`config.mk`:
```
export PLATFORM = sky130hd
export DESIGN_NAME = io_subsys_top
export DESIGN_NICKNAME = d
export VERILOG_FILES = /design/src/design/io_pkg.sv /design/src/design/reg_bus_if.sv /design/src/design/io_subsys_top.sv /design/src/design/plic.sv /design/src/design/clint.sv /design/src/design/io_router.sv
export VERILOG_INCLUDE_DIRS = /design/src /design/src/include
export SDC_FILE = /design/constraint.sdc
export NUM_CORES = 1
export LEC_CHECK = 0
export ABC_AREA = 1
export ABC_CLOCK_PERIOD_IN_PS = 13200
export BUFFER_PORTS_ARGS = -buffer_cell sky130_fd_sc_hd__buf_2
export CORE_MARGIN = 5
export CORE_UTILIZATION = 60
export DETAILED_ROUTE_END_ITERATION = 16
export GPL_ROUTABILITY_DRIVEN = 1
export HOLD_SLACK_MARGIN = 0.05
export PLACE_DENSITY = 0.8
export SLEW_MARGIN = 10
export SYNTH_ARGS = -nofsm -noshare
export SYNTH_HDL_FRONTEND = slang
export SYNTH_SLANG_ARGS = --single-unit
```
`constraint.sdc`:
```
create_clock -name clk_i -period 13.2 [get_ports clk_i]
set_input_delay 0 -clock clk_i [delete_from_list [all_inputs] [get_ports clk_i]]
set_output_delay 0 -clock clk_i [all_outputs]
set_load 0.05 [all_outputs]
```
`src/include/io_defines.svh`:
```
`ifndef IO_DEFINES_SVH
`define IO_DEFINES_SVH

// bus widths
`define IO_ADDR_WIDTH 32
`define IO_DATA_WIDTH 64

// one plic context per hart
`define NUM_HARTS 2
`define NUM_IRQS 32

// address windows
`define CLINT_BASE 32'h1140_0000
`define CLINT_MASK 32'h0000_FFFF
`define PLIC_BASE 32'h1100_0000
`define PLIC_MASK 32'h003F_FFFF

// clint offsets
`define CLINT_MSIP_OFS 32'h0000_0000
`define CLINT_MTIMECMP_OFS 32'h0000_4000
`define CLINT_MTIME_OFS 32'h0000_BFF8

// plic offsets
`define PLIC_PENDING_OFS 32'h0000_1000
`define PLIC_ENABLE_OFS 32'h0000_2000
`define PLIC_CLAIM_OFS 32'h0020_0004

// source numbers of the board irq lines
`define IRQ_UART 1
`define IRQ_SD 2

`endif
```
`src/design/io_pkg.sv`:
```
`include "io_defines.svh"

package io_pkg;

  // bus words
  typedef logic [`IO_ADDR_WIDTH-1:0] io_addr_t;
  typedef logic [`IO_DATA_WIDTH-1:0] io_data_t;

  // interrupt vectors
  typedef logic [`NUM_HARTS-1:0] hart_vec_t;
  typedef logic [`NUM_IRQS-1:0] irq_vec_t;

  // source number, 0 means no interrupt
  typedef logic [$clog2(`NUM_IRQS)-1:0] irq_id_t;

  // router destinations
  typedef enum logic [1:0] {
    CLINT = 2'd0,
    PLIC  = 2'd1,
    ERROR = 2'd2
  } io_target_e;

endpackage

```
`src/design/reg_bus_if.sv`:
```
`timescale 1ns/1ps

interface reg_bus_if;
  import io_pkg::*;

  // request channel
  logic     req_valid;
  logic     req_ready;
  logic     req_write;
  io_addr_t req_addr;
  io_data_t req_wdata;

  // response channel
  logic     rsp_valid;
  logic     rsp_ready;
  io_data_t rsp_rdata;
  logic     rsp_error;

  modport host (
    output req_valid, req_write, req_addr, req_wdata, rsp_ready,
    input  req_ready, rsp_valid, rsp_rdata, rsp_error
  );

  modport device (
    input  req_valid, req_write, req_addr, req_wdata, rsp_ready,
    output req_ready, rsp_valid, rsp_rdata, rsp_error
  );

endinterface

```
`src/design/io_subsys_top.sv`:
```
`timescale 1ns/1ps
`include "io_defines.svh"

module io_subsys_top (
  input  logic              clk_i,
  input  logic              reset_i,
  input  logic              req_valid_i,
  input  logic              req_write_i,
  input  io_pkg::io_addr_t  req_addr_i,
  input  io_pkg::io_data_t  req_wdata_i,
  input  logic              rsp_ready_i,
  input  logic              irq_uart_i,
  input  logic              irq_sd_i,
  output logic              req_ready_o,
  output logic              rsp_valid_o,
  output io_pkg::io_data_t  rsp_rdata_o,
  output logic              rsp_error_o,
  output io_pkg::hart_vec_t msip_o,
  output io_pkg::hart_vec_t mtip_o,
  output io_pkg::hart_vec_t meip_o
);
  import io_pkg::*;

  irq_vec_t irq_sources;

  reg_bus_if host_bus ();
  reg_bus_if clint_bus ();
  reg_bus_if plic_bus ();

  // host side driven from the pins
  assign host_bus.req_valid = req_valid_i;
  assign host_bus.req_write = req_write_i;
  assign host_bus.req_addr  = req_addr_i;
  assign host_bus.req_wdata = req_wdata_i;
  assign host_bus.rsp_ready = rsp_ready_i;

  assign req_ready_o = host_bus.req_ready;
  assign rsp_valid_o = host_bus.rsp_valid;
  assign rsp_rdata_o = host_bus.rsp_rdata;
  assign rsp_error_o = host_bus.rsp_error;

  io_router io_router_inst (
    .clk_i     (clk_i),
    .reset_i   (reset_i),
    .up_bus    (host_bus),
    .clint_bus (clint_bus),
    .plic_bus  (plic_bus)
  );

  clint clint_inst (
    .clk_i   (clk_i),
    .reset_i (reset_i),
    .bus     (clint_bus),
    .msip_o  (msip_o),
    .mtip_o  (mtip_o)
  );

  ////////////////////////////////////////////////////////////
  // irq routing, both lines level-triggered

  always_comb begin
    irq_sources            = '0;
    irq_sources[`IRQ_UART] = irq_uart_i;
    irq_sources[`IRQ_SD]   = irq_sd_i;
  end

  plic plic_inst (
    .clk_i         (clk_i),
    .reset_i       (reset_i),
    .bus           (plic_bus),
    .irq_sources_i (irq_sources),
    .meip_o        (meip_o)
  );

endmodule

```
`src/design/plic.sv`:
```
`timescale 1ns/1ps
`include "io_defines.svh"

module plic (
  input  logic              clk_i,
  input  logic              reset_i,
  reg_bus_if.device         bus,
  input  io_pkg::irq_vec_t  irq_sources_i,
  output io_pkg::hart_vec_t meip_o
);
  import io_pkg::*;

  irq_vec_t  pending_q;
  irq_vec_t  in_service_q;
  irq_vec_t  enable_q [`NUM_HARTS];
  irq_id_t   claim_id [`NUM_HARTS];
  hart_vec_t enable_sel;
  hart_vec_t claim_sel;
  irq_vec_t  gw_set;
  irq_vec_t  claim_clr;
  irq_vec_t  complete_clr;
  io_addr_t  ofs;
  io_data_t  rd_data;
  io_data_t  rdata_q;
  logic      rsp_valid_q;
  logic      accept;
  logic      rsp_done;

  // lowest set bit wins, source 0 excluded
  function automatic irq_id_t lowest_id(input irq_vec_t v);
    irq_id_t id;
    id = '0;
    for (int i = `NUM_IRQS - 1; i > 0; i--) begin
      if (v[i])
        id = irq_id_t'(i);
    end
    return id;
  endfunction

  assign ofs      = bus.req_addr & `PLIC_MASK;
  assign accept   = bus.req_valid & bus.req_ready;
  assign rsp_done = bus.rsp_valid & bus.rsp_ready;

  assign bus.req_ready = ~rsp_valid_q;
  assign bus.rsp_valid = rsp_valid_q;
  assign bus.rsp_rdata = rdata_q;
  assign bus.rsp_error = 1'b0;

  ////////////////////////////////////////////////////////////
  // register decode

  always_comb begin
    rd_data    = '0;
    enable_sel = '0;
    claim_sel  = '0;
    if (ofs == `PLIC_PENDING_OFS)
      rd_data = io_data_t'(pending_q);
    for (int c = 0; c < `NUM_HARTS; c++) begin
      claim_id[c] = lowest_id(pending_q & enable_q[c]);
      if (ofs == `PLIC_ENABLE_OFS + io_addr_t'(32'h80 * c)) begin
        enable_sel[c] = 1'b1;
        rd_data       = io_data_t'(enable_q[c]);
      end
      if (ofs == `PLIC_CLAIM_OFS + io_addr_t'(32'h1000 * c)) begin
        claim_sel[c] = 1'b1;
        rd_data      = io_data_t'(claim_id[c]);
      end
    end
  end

  ////////////////////////////////////////////////////////////
  // gateway and claim/complete

  // level gateway, blocked while pending or in service
  assign gw_set = irq_sources_i & ~pending_q & ~in_service_q & ~irq_vec_t'(1);

  always_comb begin
    claim_clr    = '0;
    complete_clr = '0;
    for (int c = 0; c < `NUM_HARTS; c++) begin
      if (accept && claim_sel[c]) begin
        if (bus.req_write)
          complete_clr[irq_id_t'(bus.req_wdata)] = 1'b1;
        else if (claim_id[c] != '0)
          claim_clr[claim_id[c]] = 1'b1;
      end
    end
  end

  always_ff @(posedge clk_i) begin
    if (reset_i) begin
      rsp_valid_q  <= 1'b0;
      pending_q    <= '0;
      in_service_q <= '0;
      meip_o       <= '0;
      for (int c = 0; c < `NUM_HARTS; c++)
        enable_q[c] <= '0;
    end else begin
      if (accept)
        rsp_valid_q <= 1'b1;
      else if (rsp_done)
        rsp_valid_q <= 1'b0;
      pending_q    <= (pending_q | gw_set) & ~claim_clr;
      in_service_q <= (in_service_q | claim_clr) & ~complete_clr;
      for (int c = 0; c < `NUM_HARTS; c++) begin
        meip_o[c] <= |(pending_q & enable_q[c]);
        if (accept && bus.req_write && enable_sel[c])
          enable_q[c] <= irq_vec_t'(bus.req_wdata) & ~irq_vec_t'(1);
      end
    end
  end

  always_ff @(posedge clk_i) begin
    if (accept)
      rdata_q <= rd_data;
  end

endmodule

```
`src/design/clint.sv`:
```
`timescale 1ns/1ps
`include "io_defines.svh"

module clint (
  input  logic              clk_i,
  input  logic              reset_i,
  reg_bus_if.device         bus,
  output io_pkg::hart_vec_t msip_o,
  output io_pkg::hart_vec_t mtip_o
);
  import io_pkg::*;

  hart_vec_t msip_q;
  io_data_t  mtime_q;
  io_data_t  mtimecmp_q [`NUM_HARTS];
  io_addr_t  ofs;
  hart_vec_t msip_sel;
  hart_vec_t cmp_sel;
  io_data_t  rd_data;
  io_data_t  rdata_q;
  logic      rsp_valid_q;
  logic      accept;
  logic      rsp_done;

  assign ofs      = bus.req_addr & `CLINT_MASK;
  assign accept   = bus.req_valid & bus.req_ready;
  assign rsp_done = bus.rsp_valid & bus.rsp_ready;

  assign bus.req_ready = ~rsp_valid_q;
  assign bus.rsp_valid = rsp_valid_q;
  assign bus.rsp_rdata = rdata_q;
  assign bus.rsp_error = 1'b0;

  // unknown offsets read as zero
  always_comb begin
    rd_data  = '0;
    msip_sel = '0;
    cmp_sel  = '0;
    if (ofs == `CLINT_MTIME_OFS)
      rd_data = mtime_q;
    for (int h = 0; h < `NUM_HARTS; h++) begin
      if (ofs == `CLINT_MSIP_OFS + io_addr_t'(4 * h)) begin
        msip_sel[h] = 1'b1;
        rd_data     = io_data_t'(msip_q[h]);
      end
      if (ofs == `CLINT_MTIMECMP_OFS + io_addr_t'(8 * h)) begin
        cmp_sel[h] = 1'b1;
        rd_data    = mtimecmp_q[h];
      end
    end
  end

  always_ff @(posedge clk_i) begin
    if (reset_i) begin
      rsp_valid_q <= 1'b0;
      msip_q      <= '0;
      mtime_q     <= '0;
      msip_o      <= '0;
      mtip_o      <= '0;
      for (int h = 0; h < `NUM_HARTS; h++)
        mtimecmp_q[h] <= '1;
    end else begin
      if (accept)
        rsp_valid_q <= 1'b1;
      else if (rsp_done)
        rsp_valid_q <= 1'b0;
      mtime_q <= mtime_q + 1'b1;
      msip_o  <= msip_q;
      for (int h = 0; h < `NUM_HARTS; h++) begin
        mtip_o[h] <= (mtime_q >= mtimecmp_q[h]);
        if (accept && bus.req_write && msip_sel[h])
          msip_q[h] <= bus.req_wdata[0];
        if (accept && bus.req_write && cmp_sel[h])
          mtimecmp_q[h] <= bus.req_wdata;
      end
    end
  end

  always_ff @(posedge clk_i) begin
    if (accept)
      rdata_q <= rd_data;
  end

endmodule

```
`src/design/io_router.sv`:
```
`timescale 1ns/1ps
`include "io_defines.svh"

module io_router (
  input  logic      clk_i,
  input  logic      reset_i,
  reg_bus_if.device up_bus,
  reg_bus_if.host   clint_bus,
  reg_bus_if.host   plic_bus
);
  import io_pkg::*;

  io_target_e target;
  logic       dev_ready;
  logic       outstanding_q;
  logic       err_valid_q;
  logic       accept;
  logic       rsp_done;

  ////////////////////////////////////////////////////////////
  // address decode

  always_comb begin
    if ((up_bus.req_addr & ~`CLINT_MASK) == `CLINT_BASE)
      target = CLINT;
    else if ((up_bus.req_addr & ~`PLIC_MASK) == `PLIC_BASE)
      target = PLIC;
    else
      target = ERROR;
  end

  // request goes out to both, valid only to the selected one
  assign clint_bus.req_valid = up_bus.req_valid & ~outstanding_q & (target == CLINT);
  assign clint_bus.req_write = up_bus.req_write;
  assign clint_bus.req_addr  = up_bus.req_addr;
  assign clint_bus.req_wdata = up_bus.req_wdata;
  assign clint_bus.rsp_ready = up_bus.rsp_ready;

  assign plic_bus.req_valid = up_bus.req_valid & ~outstanding_q & (target == PLIC);
  assign plic_bus.req_write = up_bus.req_write;
  assign plic_bus.req_addr  = up_bus.req_addr;
  assign plic_bus.req_wdata = up_bus.req_wdata;
  assign plic_bus.rsp_ready = up_bus.rsp_ready;

  always_comb begin
    case (target)
      CLINT:   dev_ready = clint_bus.req_ready;
      PLIC:    dev_ready = plic_bus.req_ready;
      default: dev_ready = 1'b1;
    endcase
  end

  assign up_bus.req_ready = dev_ready & ~outstanding_q;

  assign accept   = up_bus.req_valid & up_bus.req_ready;
  assign rsp_done = up_bus.rsp_valid & up_bus.rsp_ready;

  ////////////////////////////////////////////////////////////
  // response mux, error responder last

  always_comb begin
    if (clint_bus.rsp_valid) begin
      up_bus.rsp_valid = 1'b1;
      up_bus.rsp_rdata = clint_bus.rsp_rdata;
      up_bus.rsp_error = clint_bus.rsp_error;
    end else if (plic_bus.rsp_valid) begin
      up_bus.rsp_valid = 1'b1;
      up_bus.rsp_rdata = plic_bus.rsp_rdata;
      up_bus.rsp_error = plic_bus.rsp_error;
    end else begin
      up_bus.rsp_valid = err_valid_q;
      up_bus.rsp_rdata = '0;
      up_bus.rsp_error = err_valid_q;
    end
  end

  // one request in flight at a time
  always_ff @(posedge clk_i) begin
    if (reset_i) begin
      outstanding_q <= 1'b0;
      err_valid_q   <= 1'b0;
    end else begin
      if (accept)
        outstanding_q <= 1'b1;
      else if (rsp_done)
        outstanding_q <= 1'b0;
      if (accept && target == ERROR)
        err_valid_q <= 1'b1;
      else if (rsp_done)
        err_valid_q <= 1'b0;
    end
  end

endmodule

```
==> After elaboration in Yosys (flattened, before gate mapping) <==
Memory sizes are Yosys's and may differ from the RTL's.
Cells that the tools add are included.
{ "classes": {"n_addsub": 1, "n_lt_le_gt_ge": 8, "eq_ne": 13, "n_mux": 130, "bitwise_logic": 31, "n_reduce_logical": 25} }
{ "op_table": {"columns": ["operator", "n"], "rows": [
  ["two-way mux 64 bit", 9],
  ["two-way mux 32 bit", 14],
  ["two-way mux 5 bit", 63],
  ["bitwise AND 32 bit", 5],
  ["greater-or-equal comparator 64 bit", 2],
  ["inverter 32 bit", 4],
  ["bitwise OR 32 bit", 4],
  ["adder 64 x 1 -> 64 bit, second input constant", 1],
  ["OR reduction 32 bit", 2],
  ["two-way mux 31 bit", 2],
  ["equality test 22 x 14 -> 1 bit, second input constant", 2],
  ["equality test 22 bit, second input constant", 2],
  ["two-way mux 1 bit", 36],
  ["bitwise AND 3 x 32 -> 32 bit", 1],
  ["equality test 16 x 15 -> 1 bit, second input constant", 2],
  ["zero test 32 bit", 1],
  ["equality test 22 x 13 -> 1 bit, second input constant", 1],
  ["less-than comparator 5 x 6 -> 1 bit, second input constant", 3],
  ["equality test 16 x 13 -> 1 bit, second input constant", 1],
  ["equality test 16 bit, second input constant", 1],
  ["equality test 16 x 3 -> 1 bit, second input constant", 1],
  ["demux 1 bit (select 5 bit)", 3],
  ["greater-or-equal comparator 5 x 1 -> 1 bit, second input constant", 3],
  ["logical AND 1 bit", 14],
  ["12 further kinds", 31]
]} }
{ "word_totals": {"register_bits": 268, "ramBits": 190, "inputBits": 103, "output_inout_bits": 73, "elab_cells": 226, "n_memories": 2} }
{ "memory_table": {"columns": ["name", "words", "word_bits", "rd", "rd_clocked_by_memory_dff", "write_ports", "line", "source"], "rows": [
  ["clint_inst.mtimecmp_q", 2, 64, 2, 0, 2, "clint.sv:15", "io_data_t mtimecmp_q [`NUM_HARTS];"],
  ["plic_inst.enable_q", 2, 31, 2, 0, 2, "plic.sv:15", "irq_vec_t enable_q [`NUM_HARTS];"]
]} }

==> Logic depth before layout (Yosys ltp) <==
Gate-level depths: netlist of the first run.
An unclocked memory read counts as a cell.
{ "logic_depth": {"depth_word": 46, "depth_mapped": 36, "mapped_depth_nobuf": 35} }

==> By module <==
From an unflattened synthesis of the first run, not the netlist that was laid out.
{ "unflattened": {"cells_unflattened": 3079, "area_unflattened_um2": 25563.3} }
{ "by_module_without_submodules": {"columns": ["mod", "n_inst", "cells_each", "area_per_inst_um2", "seq_area_each_um2"], "rows": [
  ["clint", 1, 1663, 14772.9, 7186.9],
  ["plic", 1, 1088, 8388.0, 4144.0],
  ["io_router", 1, 327, 2398.6, 40.0],
  ["io_subsys_top", 1, 1, 3.8, 0.0]
]} }

==> Worst setup path after synthesis of the first run <==
OpenSTA, ideal clock, no wires.
{ "synth_path": {"kind": "in2reg", "startpoint": "input req_addr_i[17]", "endpoint": "memory clint_inst.mtimecmp_q[0][0] (netlist bit), enable pin", "setup_time_ns": 0.574, "t_arrival_ns": 10.655, "required_time_ns": 12.626, "path_slack_ns": 1.971, "path_stages": 7, "path_buffers": 0, "cell_sequence": "nor4_1 > inv_1 > nor2_1 > nand3_1 > nor3_1 > nand2_1 > o21ai_0"} }
{ "synth_rtl": {"columns": ["element", "line", "source"], "rows": [
  ["from (decl)", "io_subsys_top.sv:9", "input io_pkg::io_addr_t req_addr_i,"],
  ["to (decl)", "clint.sv:15", null]
]} }

==> Implementation_results.wiki, run 1 <==
{| class="wikitable"
! Metric !! Value
|-
| Leading cell type in the layout, fill and taps excluded || sky130_fd_sc_hd__nand2_1
|-
| Vias post-DR || 18700
|-
| Slack of the critical path || between 9000 and 10000 ps
|-
| Starting density of the core || 60.3%
|-
| Number of DRC violations after detailed-routing iteration 0 || 1803
|-
| Worst Path Max Fanout || 34
|-
| Number of ports placed on the die boundary || between 150 and 200
|-
| Critical Path Most Common Cell || sky130_fd_sc_hd__dlygate4sd3_1
|-
| Vertical die dimension || 198 um
|-
| Number of placed instances, taps included || 3010
|-
| Cell Rows || 69
|-
| CTS clock-pin slew for the worst setup and hold paths || 60 ps
|-
| Portion of the clock cycle consumed by the worst path in the final layout || 28.5%
|-
| H-tree depth || 2
|-
| Final setup fails || 0
|-
| P&R area growth vs syn || 16.7%
|-
| Commonest cells after routing, fill and taps aside || 579 x sky130_fd_sc_hd__nand2_1, 361 x sky130_fd_sc_hd__inv_1, 286 x sky130_fd_sc_hd__edfxtp_1, 199 x sky130_fd_sc_hd__nand3_1, 175 x sky130_fd_sc_hd__buf_2
|-
| Ratio of cells with drive above 1 in the final layout || 12.3%
|-
| Max-slew violation total from the final report || 0
|-
| GPL Wtd Cong || 0.968
|-
| Critical path type || in2reg
|-
| Element type at the critical path start || input port
|-
| Power density over the cells || ~110 nW/um^2
|-
| Stage delay of the slowest cell on the critical path || 1000 ps
|-
| Worst Max-Slew Pin Slew || 1210 ps
|-
| Die area || 39400 um^2
|-
| Largest net degree at the start of global routing || 69
|-
| Outcome || finished clean
|-
| DR WL/cell || around 19 um
|-
| Tightest Hold Check Type || in2reg
|-
| Number of global-route vias before repair || 18700
|-
| Highest achievable clock rate || 266 MHz
|-
| Accumulated negative setup slack || 0 ps
|-
| Area used by multi-input combinational logic || between 8000 and 9000 um^2
|-
| Worst Skew || 17.5 ps
|-
| Max-capacitance violation count || 0
|-
| TritonCTS clock tree || yes
|-
| Part of the Yosys area used for sequential elements || 50.7%
|-
| Area inside the core boundary || about 35000 um^2
|-
| Yosys synthesis warning count || 0
|-
| Clock buffer count from CTS || 42
|-
| Post-layout min period || ~3800 ps
|-
| Fill cells || around 2600
|-
| Syn_area_per_cell || 8.72 um^2
|-
| Total wire length after detailed routing || 61000 um
|-
| Die X-Extent || approximately 200 um
|-
| Worst IR drop on VDD || 0.0906 mV
|-
| Slowest-stage cell, CP || sky130_fd_sc_hd__o21ai_4
|-
| Vias per Instance || 5.91
|-
| Pre-CTS setup slack || 9380 ps
|-
| Gate count after technology mapping || 2441
|-
| Placed wire-length estimate || ~42000 um
|-
| Most common flop cell mapped by yosys || sky130_fd_sc_hd__edfxtp_1
|-
| Setup repair bufs after CTS || 0
|-
| Arrival time of data at the critical path endpoint || 3940 ps
|-
| Number of nets with antenna violations after routing || 0
|-
| Post-cts gate resize count || 0
|-
| Hold Fails Final Rpt || 0
|-
| FF+latch count, synth || 396
|-
| Global route total overflow || 0
|-
| Root buf cell || sky130_fd_sc_hd__clkbuf_16
|-
| Number of nets in the layout || ~2900
|-
| Area of all sequential standard cells || around 11000 um^2
|-
| Clock Latency Late Sink || 550 ps
|-
| Leakage power summed over all cells || about 12 nW
|-
| DRC errors left || 0
|-
| Buffers on Ports || 175
|-
| Number of flops mapped to enable cells by yosys || 286
|-
| Setup repair after global routing missed its margin || false
|-
| Cell area after technology mapping || 21300 um^2
|-
| Number of distinct standard cells referenced by the synthesized netlist || 51
|-
| Antenna violations before repair || 0
|-
| Antenna diode count || 0
|-
| Global-route wire length before repair || 95900 um
|-
| Series of cell instances along the critical path || dlygate4sd3_1, buf_2, nor4_1, dlygate4sd3_1, nand3_1, nor3_2, nand2_1, o21ai_4, buf_4
|-
| Crit end category || flop
|-
| Ys async rst share || 0%
|-
| Final non-filler cell total || 3164
|-
| Total GRT Usage || around 30%
|-
| Detailed-router iteration count before antenna repair || 6
|-
| Worst slew margin relative to its limit || just under 20%
|-
| Required time of the critical path || between 10000 and 15000 ps
|-
| Synthesized net count || 2673
|-
| Clock Path Buffers || 3
|-
| CTS sink count || 396
|}
==> kinds of logic after synthesis <==
| logic type | Yosys count | synth area share, % |
|---|---|---|
| AO/OA/AOI/OAI | 326 | 9.81 |
| adder cells (fa/ha/maj) | 129 | 7.58 |
| buffers and inverters | 460 | 8.13 |
| flip-flops | 396 | 50.7 |
| AND/OR/NAND/NOR | 1127 | 23.7 |
| XOR/XNOR | 3 | 0.123 |
==> routing by layer <==
layer  GRT usage [%]  vias to the layer above  part of all wire [%]
li1                -                     8817                     -
met1            38.5                     8804                    39
met2            53.1                      906                    50
met3            4.76                      172                   8.0
met4            11.5                        0                   3.8
met5               0                        -                     0
==> sequential cells by signal (all words and copies together), names as in the netlist <==
register,flops
plic_inst.enable_q,62
plic_inst.bus.rsp_rdata,32
clint_inst.mtime_q,64
plic_inst.meip_o,2
plic_inst.bus.rsp_valid,1
io_router_inst.outstanding_q,1
plic_inst.in_service_q,2
io_router_inst.err_valid_q,1
clint_inst.bus.rsp_rdata,64
clint_inst.msip_o,2
clint_inst.mtimecmp_q,128
clint_inst.mtip_o,2
clint_inst.bus.rsp_valid,1
plic_inst.pending_q,32
clint_inst.msip_q,2
==> final cells by class <==
class / instances / area share, %
sequential: 396 / 43.5
inverter: 371 / 5.62
timing repair buffer: 275 / 7.34
multi-input combinational: 1585 / 35.6
clock buffer: 52 / 4.76
tap: 461 / 2.32
clock inverter: 24 / 0.927
==> critical path, delay by kind of cell <==
kind,cells,cell delay (ps)
AND/OR/NAND/NOR,4,1040
AO/OA/AOI/OAI,1,1000
buffers and inverters,4,1860
==> cell usage after synthesis, drive strengths merged (14+ instances only) <==
master | count | area [um^2]
ha | 129 | 1610
nor3 | 53 | 319
edfxtp | 286 | 8590
o21ai | 55 | 275
nand4 | 78 | 524
nand2 | 589 | 2230
o221ai | 68 | 596
o21a | 14 | 105
inv | 368 | 1380
dfxtp | 110 | 2200
nand3 | 205 | 1050
a211oi | 16 | 120
a21oi | 131 | 656
nor4 | 19 | 125
nor2 | 172 | 711
clkbuf | 79 | 297
==> what timing repair did <==
item | in CTS | in global routing
endpoints found under the setup margin | 0 | 0
hold buffers | 78 | 0
endpoints found under the hold margin | 200 | 0
==> worst paths after layout <==
kind | from | slack [ps] | endpoint | cells past startpoint
max | req_addr_i[25] | 9440 | clint_inst.mtimecmp_q[0][55] | 9
min | req_addr_i[6] | 100 | plic_inst.bus.rsp_rdata[3] | 5
max reg2reg | clint_inst.mtime_q[1] | 9520 | clint_inst.mtime_q[62] | 27
min reg2reg | plic_inst.pending_q[0] | 430 | plic_inst.pending_q[0] | 2
==> metrics by stage <==
stage / instance area [um^2] / hold slack, ps / util, % / power [mW]
finish: 24800 / 97.9 / 70.3 / 2.66
global route: 24800 / 107 / 70.3 / 2.73
CTS: 24800 / 65.4 / 70.3 / 2.67
detailed placement: 22600 / 285 / 64.1 / 1.46
global placement: 22600 / 283 / 64.1 / 1.45
floorplan: 21300 / 158 / - / 1.42
==> report_power, final <==
part | internal [mW] | total (mW) | switching, mW
Combinational | 0.0386 | 0.103 | 0.0646
Clock | 0.714 | 1.22 | 0.501
Sequential | 1.34 | 1.35 | 0.00781
(Power assumes the default switching activity.)
==> run 2, diff against run 1 <==
Settings changed: ABC_CLOCK_PERIOD_IN_PS 13200 to 3200, CORE_UTILIZATION 60 to 55, PLACE_DENSITY 0.8 to 0.77.
Clock period 13.2 ns to 3.2 ns, I/O delays scaled along.
==> run 2 against run 1 <==
Clock power rose to 4.0 times the previous value. Non-clock buffer count grew 61. Largest cell class unchanged. Highest routed layer unchanged. Clock-buffer cell count up 11.
==> Implementation_results.wiki, run 2 (synthesized netlist as in run 1, its figures left out) <==
{| class="wikitable"
! Metric !! Value
|-
| Outcome || finished clean (unchanged)
|-
| Fill cells || 3009 (was 2634)
|-
| DRC errors left || 0 (unchanged)
|-
| GPL Wtd Cong || 0.932 (was 0.968)
|-
| CTS sink count || 396 (unchanged)
|-
| Post-route met1 wirelength || 25200 um (was 23600 um)
|-
| H-tree depth || 2 (unchanged)
|-
| Met2 WL || 29600 um (was 30200 um)
|-
| Largest reg by FF count || clint_inst.mtimecmp_q (unchanged)
|-
| Antenna diode count || 0 (unchanged)
|-
| Global-route wire length before repair || 96700 um (was 95900 um)
|-
| Number of nets in the layout || 2965 (was 2903)
|-
| Vias post-DR || 19000 (was 18700)
|-
| Worst IR drop on VDD || 0.453 mV (was 0.0906 mV)
|-
| Arrival time of data at the critical path endpoint || 3580 ps (was 3940 ps)
|-
| Commonest cells after routing, fill and taps aside || 575 x sky130_fd_sc_hd__nand2_1, 360 x sky130_fd_sc_hd__inv_1, 286 x sky130_fd_sc_hd__edfxtp_1, 198 x sky130_fd_sc_hd__nand3_1, 175 x sky130_fd_sc_hd__buf_2 (was 579 x sky130_fd_sc_hd__nand2_1, 361 x sky130_fd_sc_hd__inv_1, 286 x sky130_fd_sc_hd__edfxtp_1, 199 x sky130_fd_sc_hd__nand3_1, 175 x sky130_fd_sc_hd__buf_2)
|-
| Buffers on Ports || 175 (unchanged)
|-
| Required time of the critical path || 3610 ps (was 13380 ps)
|-
| Worst Max-Slew Pin Slew || 1050 ps (was 1210 ps)
|-
| Total GRT Usage || 28.5% (was 30.5%)
|-
| Leakage power summed over all cells || 12.2 nW (was 11.8 nW)
|-
| Final setup fails || 0 (unchanged)
|-
| Largest net degree at the start of global routing || 67 (was 69)
|-
| Hold Fails Final Rpt || 0 (unchanged)
|-
| TritonCTS clock tree || yes (unchanged)
|-
| Post-layout min period || ~3200 ps
|-
| Design area || 25500 um^2 (was 24800 um^2)
|-
| Clock Latency Late Sink || 570 ps (was 550 ps)
|-
| Cell area reported after detailed placement || 23000 um^2 (was 22600 um^2)
|-
| Largest register FFs || 128 (unchanged)
|-
| Leading cell type in the layout, fill and taps excluded || sky130_fd_sc_hd__nand2_1 (unchanged)
|-
| Met3 WL post-DR || 5090 um (was 4900 um)
|-
| PnR Total Power || 10.9 mW (was 2.66 mW)
|-
| Number of ports placed on the die boundary || 176 (unchanged)
|-
| Ratio of cells with drive above 1 in the final layout || 14.7% (was 12.3%)
|-
| Number of global-route vias before repair || 18600 (was 18700)
|-
| DR WL/cell || 18.9 um (was 19.3 um)
|-
| Area inside the core boundary || 38500 um^2 (was 35300 um^2)
|-
| Worst Path Max Fanout || 4 (was 34)
|-
| Global route total overflow || 0 (unchanged)
|-
| Clock buffer count from CTS || 43 (was 42)
|-
| CTS clock-pin slew for the worst setup and hold paths || 60 ps (about the same)
|-
| Vertical die dimension || 207 um (was 198 um)
|-
| Placed wire-length estimate || 42800 um (was 42100 um)
|-
| Total wire length after detailed routing || 62200 um (was 61000 um)
|-
| Die X-Extent || 207 um (was 198 um)
|-
| Element type at the critical path start || flop (was input port)
|-
| Worst hold slack || 107 ps (was 97.9 ps)
|-
| Area used by multi-input combinational logic || 8990 um^2 (was 8840 um^2)
|-
| Highest layer used for signal routing || met4 (unchanged)
|-
| Critical path type || reg2reg (was in2reg)
|-
| Max-capacitance violation count || 0 (unchanged)
|-
| Crit end category || flop (unchanged)
|-
| Die area || 42700 um^2 (was 39400 um^2)
|-
| Vias per Instance || 5.77 (was 5.91)
|-
| Area of all sequential standard cells || 10800 um^2 (about the same)
|-
| Root buf cell || sky130_fd_sc_hd__clkbuf_16 (unchanged)
|-
| Number of DRC violations after detailed-routing iteration 0 || 1705 (was 1803)
|-
| Antenna violations before repair || 0 (unchanged)
|-
| Power density over the cells || 425 nW/um^2 (was 107 nW/um^2)
|-
| Portion of the clock cycle consumed by the worst path in the final layout || approximately 99%
|-
| P&R area growth vs syn || 20.0% (was 16.7%)
|-
| Cell Rows || 72 (was 69)
|-
| Starting density of the core || 55.3% (was 60.3%)
|-
| Clock Path Buffers || 3 (unchanged)
|-
| Setup repair after global routing missed its margin || true (was false)
|-
| Number of nets with antenna violations after routing || 0 (unchanged)
|-
| Worst Skew || 17.6 ps (was 17.5 ps)
|-
| Max-slew violation total from the final report || 0 (unchanged)
|-
| Tightest Hold Check Type || in2reg (unchanged)
|-
| Highest achievable clock rate || 316 MHz
|-
| Detailed-router iteration count before antenna repair || 6 (unchanged)
|-
| Worst slew margin relative to its limit || 29.9% (was 19.3%)
|}
-- run 2: changes by cell type in the layout (fill, tap and decap cells not counted), sizes merged --
cell and change:
buf +59, clkbuf +11, clkinv -5, bufinv -4
inv +4, clkinvlp -3, dlygate4sd3 +2
-- run 2: path summary, 6_finish.rpt --
kind / startpoint / endpoint / slack (ps) / cells after the start
setup / recovery: clint_inst.mtime_q[1] / clint_inst.mtime_q[57] / 30 / 23
hold / removal: req_addr_i[3] / clint_inst.msip_q[1] / 110 / 7
setup reg to reg: clint_inst.mtime_q[1] / clint_inst.mtime_q[57] / 30 / 23
hold reg to reg: plic_inst.pending_q[0] / plic_inst.pending_q[0] / 440 / 2
-- run 2: worst max-delay path, stage by stage (launching register included) --
cell,delay [ps]
sky130_fd_sc_hd__dfxtp_4,370
sky130_fd_sc_hd__nand2_1,100
sky130_fd_sc_hd__nor2_4,150
sky130_fd_sc_hd__nand3_4,100
sky130_fd_sc_hd__nor2_4,130
sky130_fd_sc_hd__nand2_2,80
sky130_fd_sc_hd__inv_4,80
sky130_fd_sc_hd__nand4_4,80
sky130_fd_sc_hd__nor2_4,120
sky130_fd_sc_hd__nand4_2,110
sky130_fd_sc_hd__nor2_2,180
sky130_fd_sc_hd__nand2_2,100
sky130_fd_sc_hd__nor2_4,150
sky130_fd_sc_hd__nand3_4,90
sky130_fd_sc_hd__nor3_4,220
sky130_fd_sc_hd__nand2_2,110
sky130_fd_sc_hd__nor2_4,130
sky130_fd_sc_hd__nand4_4,140
sky130_fd_sc_hd__nor2_4,140
sky130_fd_sc_hd__inv_2,60
sky130_fd_sc_hd__nor2_4,90
sky130_fd_sc_hd__nand2_2,80
sky130_fd_sc_hd__nor4_4,160
sky130_fd_sc_hd__nor3_2,70
-- run 2: layer usage --
| metal | vias up | track usage [%] |
|---|---|---|
| li1 | 8945 | - |
| met1 | 8906 | 37.0 |
| met2 | 930 | 48.6 |
| met3 | 175 | 4.39 |
| met4 | 0 | 10.7 |
| met5 | - | 0 |
-- run 2: layout make-up --
cell class / instances / area share, %
flip-flops and latches: 396 / 42.3
repair buffers: 336 / 9.09
clock inverters: 16 / 0.353
clock buffers: 63 / 5.07
well taps: 518 / 2.54
inverters: 371 / 5.48
multi-input cells: 1585 / 35.2
-- run 2: power breakdown --
group          leakage, nW  switching, mW  internal [mW]
Sequential            3.49         0.0317           5.52
Combinational         8.00          0.281          0.177
Clock                0.686           2.04           2.81
-- run 2: through the flow --
step                      util (%)  cells  setup slack (ps)  setup TNS [ps]
after floorplan                  -   2441             -1230         -283280
after global placement        59.9   3102              46.3               0
after detailed placement      59.9   3102             -62.9            -117
after CTS                     65.9   3275              8.79               0
after global routing          66.4   3285              -248           -1820
final                         66.4   3285              31.3               0
-- run 2: timing repair --
| item | CTS | global route |
|---|---|---|
| buffers inserted | 14 | 10 |
| setup endpoints to repair | 5 | 17 |
| pin swaps | 1 | 7 |
| cloned | 0 | 0 |
| hold endpoints to repair | 202 | 0 |
| gates resized for setup | 7 | 28 |
| hold buffers | 80 | 0 |
==> run 3, diff against run 2 <==
Settings changed: CORE_MARGIN 5 to unset.
==> run 3 against run 2 <==
The flow now finishes with violations (setup timing). Setup slack worse by 77 ps. Flip-flop and latch count stayed put. Critical path depth stayed put. Combinational power shrank 0.9%.
==> Implementation_results.wiki, run 3 (synthesized netlist as in run 1, its figures left out) <==
{| class="wikitable"
! Metric !! Value
|-
| Leakage power summed over all cells || 12.3 nW (was 12.2 nW)
|-
| Tightest Hold Check Type || in2reg (unchanged)
|-
| Fill cells || 2929 (was 3009)
|-
| Accumulated negative setup slack || -45.5 ps (was 0 ps)
|-
| Antenna diode count || 0 (unchanged)
|-
| Leading cell type in the layout, fill and taps excluded || sky130_fd_sc_hd__nand2_1 (unchanged)
|-
| Max-capacitance violation count || 0 (unchanged)
|-
| Required time of the critical path || 3630 ps (was 3610 ps)
|-
| Worst Max-Slew Pin Slew || 1040 ps (was 1050 ps)
|-
| Root buf cell || sky130_fd_sc_hd__clkbuf_16 (unchanged)
|-
| Antenna violations before repair || 0 (unchanged)
|-
| Area inside the core boundary || 37800 um^2 (was 38500 um^2)
|-
| Total wire length after detailed routing || 61400 um (was 62200 um)
|-
| Clock Latency Late Sink || 570 ps (about the same)
|-
| GPL Wtd Cong || 0.979 (was 0.932)
|-
| Vias post-DR || 19000 (about the same)
|-
| Post-layout min period || 3250 ps (was 3170 ps)
|-
| Arrival time of data at the critical path endpoint || 3670 ps (was 3580 ps)
|-
| TritonCTS clock tree || yes (unchanged)
|-
| Number of DRC violations after detailed-routing iteration 0 || 1846 (was 1705)
|-
| Die area || 39500 um^2 (was 42700 um^2)
|-
| Slack of the critical path || -45.5 ps (was 31.3 ps)
|-
| PnR Total Power || 11.3 mW (was 10.9 mW)
|-
| Starting density of the core || 56.3% (was 55.3%)
|-
| Global route total overflow || 0 (unchanged)
|-
| Die X-Extent || 199 um (was 207 um)
|-
| Largest reg by FF count || clint_inst.mtimecmp_q (unchanged)
|-
| Largest register FFs || 128 (unchanged)
|-
| Buffers on Ports || 175 (unchanged)
|-
| Vertical die dimension || 199 um (was 207 um)
|-
| Number of nets in the layout || 2964 (was 2965)
|-
| Number of nets with antenna violations after routing || 0 (unchanged)
|-
| Number of ports placed on the die boundary || 176 (unchanged)
|-
| Ratio of cells with drive above 1 in the final layout || 15.0% (was 14.7%)
|-
| Commonest cells after routing, fill and taps aside || 572 x sky130_fd_sc_hd__nand2_1, 359 x sky130_fd_sc_hd__inv_1, 286 x sky130_fd_sc_hd__edfxtp_1, 198 x sky130_fd_sc_hd__nand3_1, 175 x sky130_fd_sc_hd__buf_2 (was 575 x sky130_fd_sc_hd__nand2_1, 360 x sky130_fd_sc_hd__inv_1, 286 x sky130_fd_sc_hd__edfxtp_1, 198 x sky130_fd_sc_hd__nand3_1, 175 x sky130_fd_sc_hd__buf_2)
|-
| Worst slew margin relative to its limit || 30.4% (was 29.9%)
|-
| DRC errors left || 0 (unchanged)
|-
| Clock buffer count from CTS || 43 (unchanged)
|-
| Cell Rows || 71 (was 72)
|-
| DR WL/cell || 18.7 um (was 18.9 um)
|-
| P&R area growth vs syn || 20.6% (was 20.0%)
|-
| CTS clock-pin slew for the worst setup and hold paths || 60 ps (about the same)
|-
| Setup repair after global routing missed its margin || true (unchanged)
|-
| Highest achievable clock rate || 308 MHz (was 316 MHz)
|-
| Portion of the clock cycle consumed by the worst path in the final layout || 101% (was 99.0%)
|-
| H-tree depth || 2 (unchanged)
|-
| Violations in the final reports || setup timing
|-
| Detailed-router iteration count before antenna repair || 6 (unchanged)
|-
| Number of global-route vias before repair || 18800 (was 18600)
|-
| Power density over the cells || 441 nW/um^2 (was 425 nW/um^2)
|-
| Clock Path Buffers || 3 (unchanged)
|-
| Critical path type || reg2reg (unchanged)
|-
| Worst IR drop on VDD || 0.444 mV (was 0.453 mV)
|-
| Total GRT Usage || 31.1% (was 28.5%)
|-
| Worst Skew || 16.0 ps (was 17.6 ps)
|-
| Element type at the critical path start || flop (unchanged)
|-
| Worst Path Max Fanout || 4 (unchanged)
|-
| Largest net degree at the start of global routing || 67 (unchanged)
|-
| Crit end category || flop (unchanged)
|-
| Hold Fails Final Rpt || 0 (unchanged)
|-
| Max-slew violation total from the final report || 0 (unchanged)
|-
| Placed wire-length estimate || 41500 um (was 42800 um)
|-
| Global-route wire length before repair || 95000 um (was 96700 um)
|-
| Vias per Instance || 5.79 (was 5.77)
|-
| Final setup fails || 1 (was 0)
|-
| Outcome || finished with violations (was finished clean)
|-
| CTS sink count || 396 (unchanged)
|}
-- run 3: changes by cell type in the layout (fill, tap and decap cells not counted), moves of 3 or more --
cell and delta:
sky130_fd_sc_hd__buf_6 +4, sky130_fd_sc_hd__bufinv_16 +4, sky130_fd_sc_hd__clkbuf_16 +4, sky130_fd_sc_hd__dlygate4sd3_1 -4
sky130_fd_sc_hd__clkbuf_8 -3, sky130_fd_sc_hd__nand2_1 -3, sky130_fd_sc_hd__nand2_2 +3
-- run 3: layer usage --
| metal | vias up | share of wire (%) | global-route usage (%) |
|---|---|---|---|
| li1 | 8939 | - | - |
| met1 | 8990 | 40 | 38.7 |
| met4 | 0 | 3.5 | 13.0 |
| met5 | - | 0 | 0 |
| met3 | 179 | 8.1 | 5.43 |
| met2 | 863 | 48 | 53.2 |
-- run 3: critical path: stages, from the launching register on --
cell and delay (ps):
sky130_fd_sc_hd__dfxtp_4 370, sky130_fd_sc_hd__nand2_2 70, sky130_fd_sc_hd__nor2_4 150, sky130_fd_sc_hd__nand3_4 100, sky130_fd_sc_hd__nor2_4 130, sky130_fd_sc_hd__nand2_2 80, sky130_fd_sc_hd__inv_4 80, sky130_fd_sc_hd__nand4_4 90
sky130_fd_sc_hd__nor2_4 140, sky130_fd_sc_hd__nand4_4 100, sky130_fd_sc_hd__nor2_4 150, sky130_fd_sc_hd__nand2_2 90, sky130_fd_sc_hd__nor2_4 160, sky130_fd_sc_hd__nand3_4 110, sky130_fd_sc_hd__nor3_4 210, sky130_fd_sc_hd__nand2_2 100
sky130_fd_sc_hd__nor2_4 170, sky130_fd_sc_hd__nand4_4 140, sky130_fd_sc_hd__nor2_4 170, sky130_fd_sc_hd__inv_2 70, sky130_fd_sc_hd__nor2_4 90, sky130_fd_sc_hd__nand2_2 80, sky130_fd_sc_hd__nor4_4 170, sky130_fd_sc_hd__nor3_2 70
-- run 3: final timing paths --
path / cells after the start / startpoint / slack, ps / endpoint
worst min-delay path: 6 / req_addr_i[17] / 80 / plic_inst.bus.rsp_rdata[9]
worst max-delay path: 23 / clint_inst.mtime_q[1] / -50 / clint_inst.mtime_q[57]
worst min register to register: 2 / plic_inst.pending_q[0] / 440 / plic_inst.pending_q[0]
worst max register to register: 23 / clint_inst.mtime_q[1] / -50 / clint_inst.mtime_q[57]
-- run 3: where the power goes --
| part | internal [mW] | leakage [nW] | switching, mW |
|---|---|---|---|
| Sequential | 5.52 | 3.49 | 0.0321 |
| Clock | 3.25 | 0.750 | 2.06 |
| Combinational | 0.173 | 8.01 | 0.280 |
| Total | 8.95 | 12.3 | 2.37 |
-- run 3: layout make-up --
cell class              instances  area, um^2  share of cell area, %
multi-input cells            1585        9020                   35.1
flip-flops and latches        396       10800                   42.1
repair buffers                335        2290                   8.94
inverters                     371        1400                   5.45
well taps                     511         639                   2.49
clock buffers                  66        1360                   5.30
clock inverters                13         161                  0.629
-- run 3: repair_timing --
item                                    4_1_cts  5_1_grt
buffers inserted                             18       14
gates resized for setup                       5       41
endpoints found under the setup margin        5       16
pin swaps                                     0       15
endpoints found under the hold margin       200        0
hold buffers                                 76        0
-- run 3: stage by stage --
stage	area (um^2)	utilization [%]	hold slack, ps	instances	setup WS (ps)
2_1_floorplan	21400	-	158	2441	-1230
3_3_place_gp	23000	60.7	278	3090	24.2
3_5_place_dp	23000	60.7	285	3090	-68.4
4_1_cts	25400	67.1	63.7	3263	-11.0
5_1_grt	25700	67.9	101	3277	-296
6_report	25700	67.9	80.8	3277	-45.5
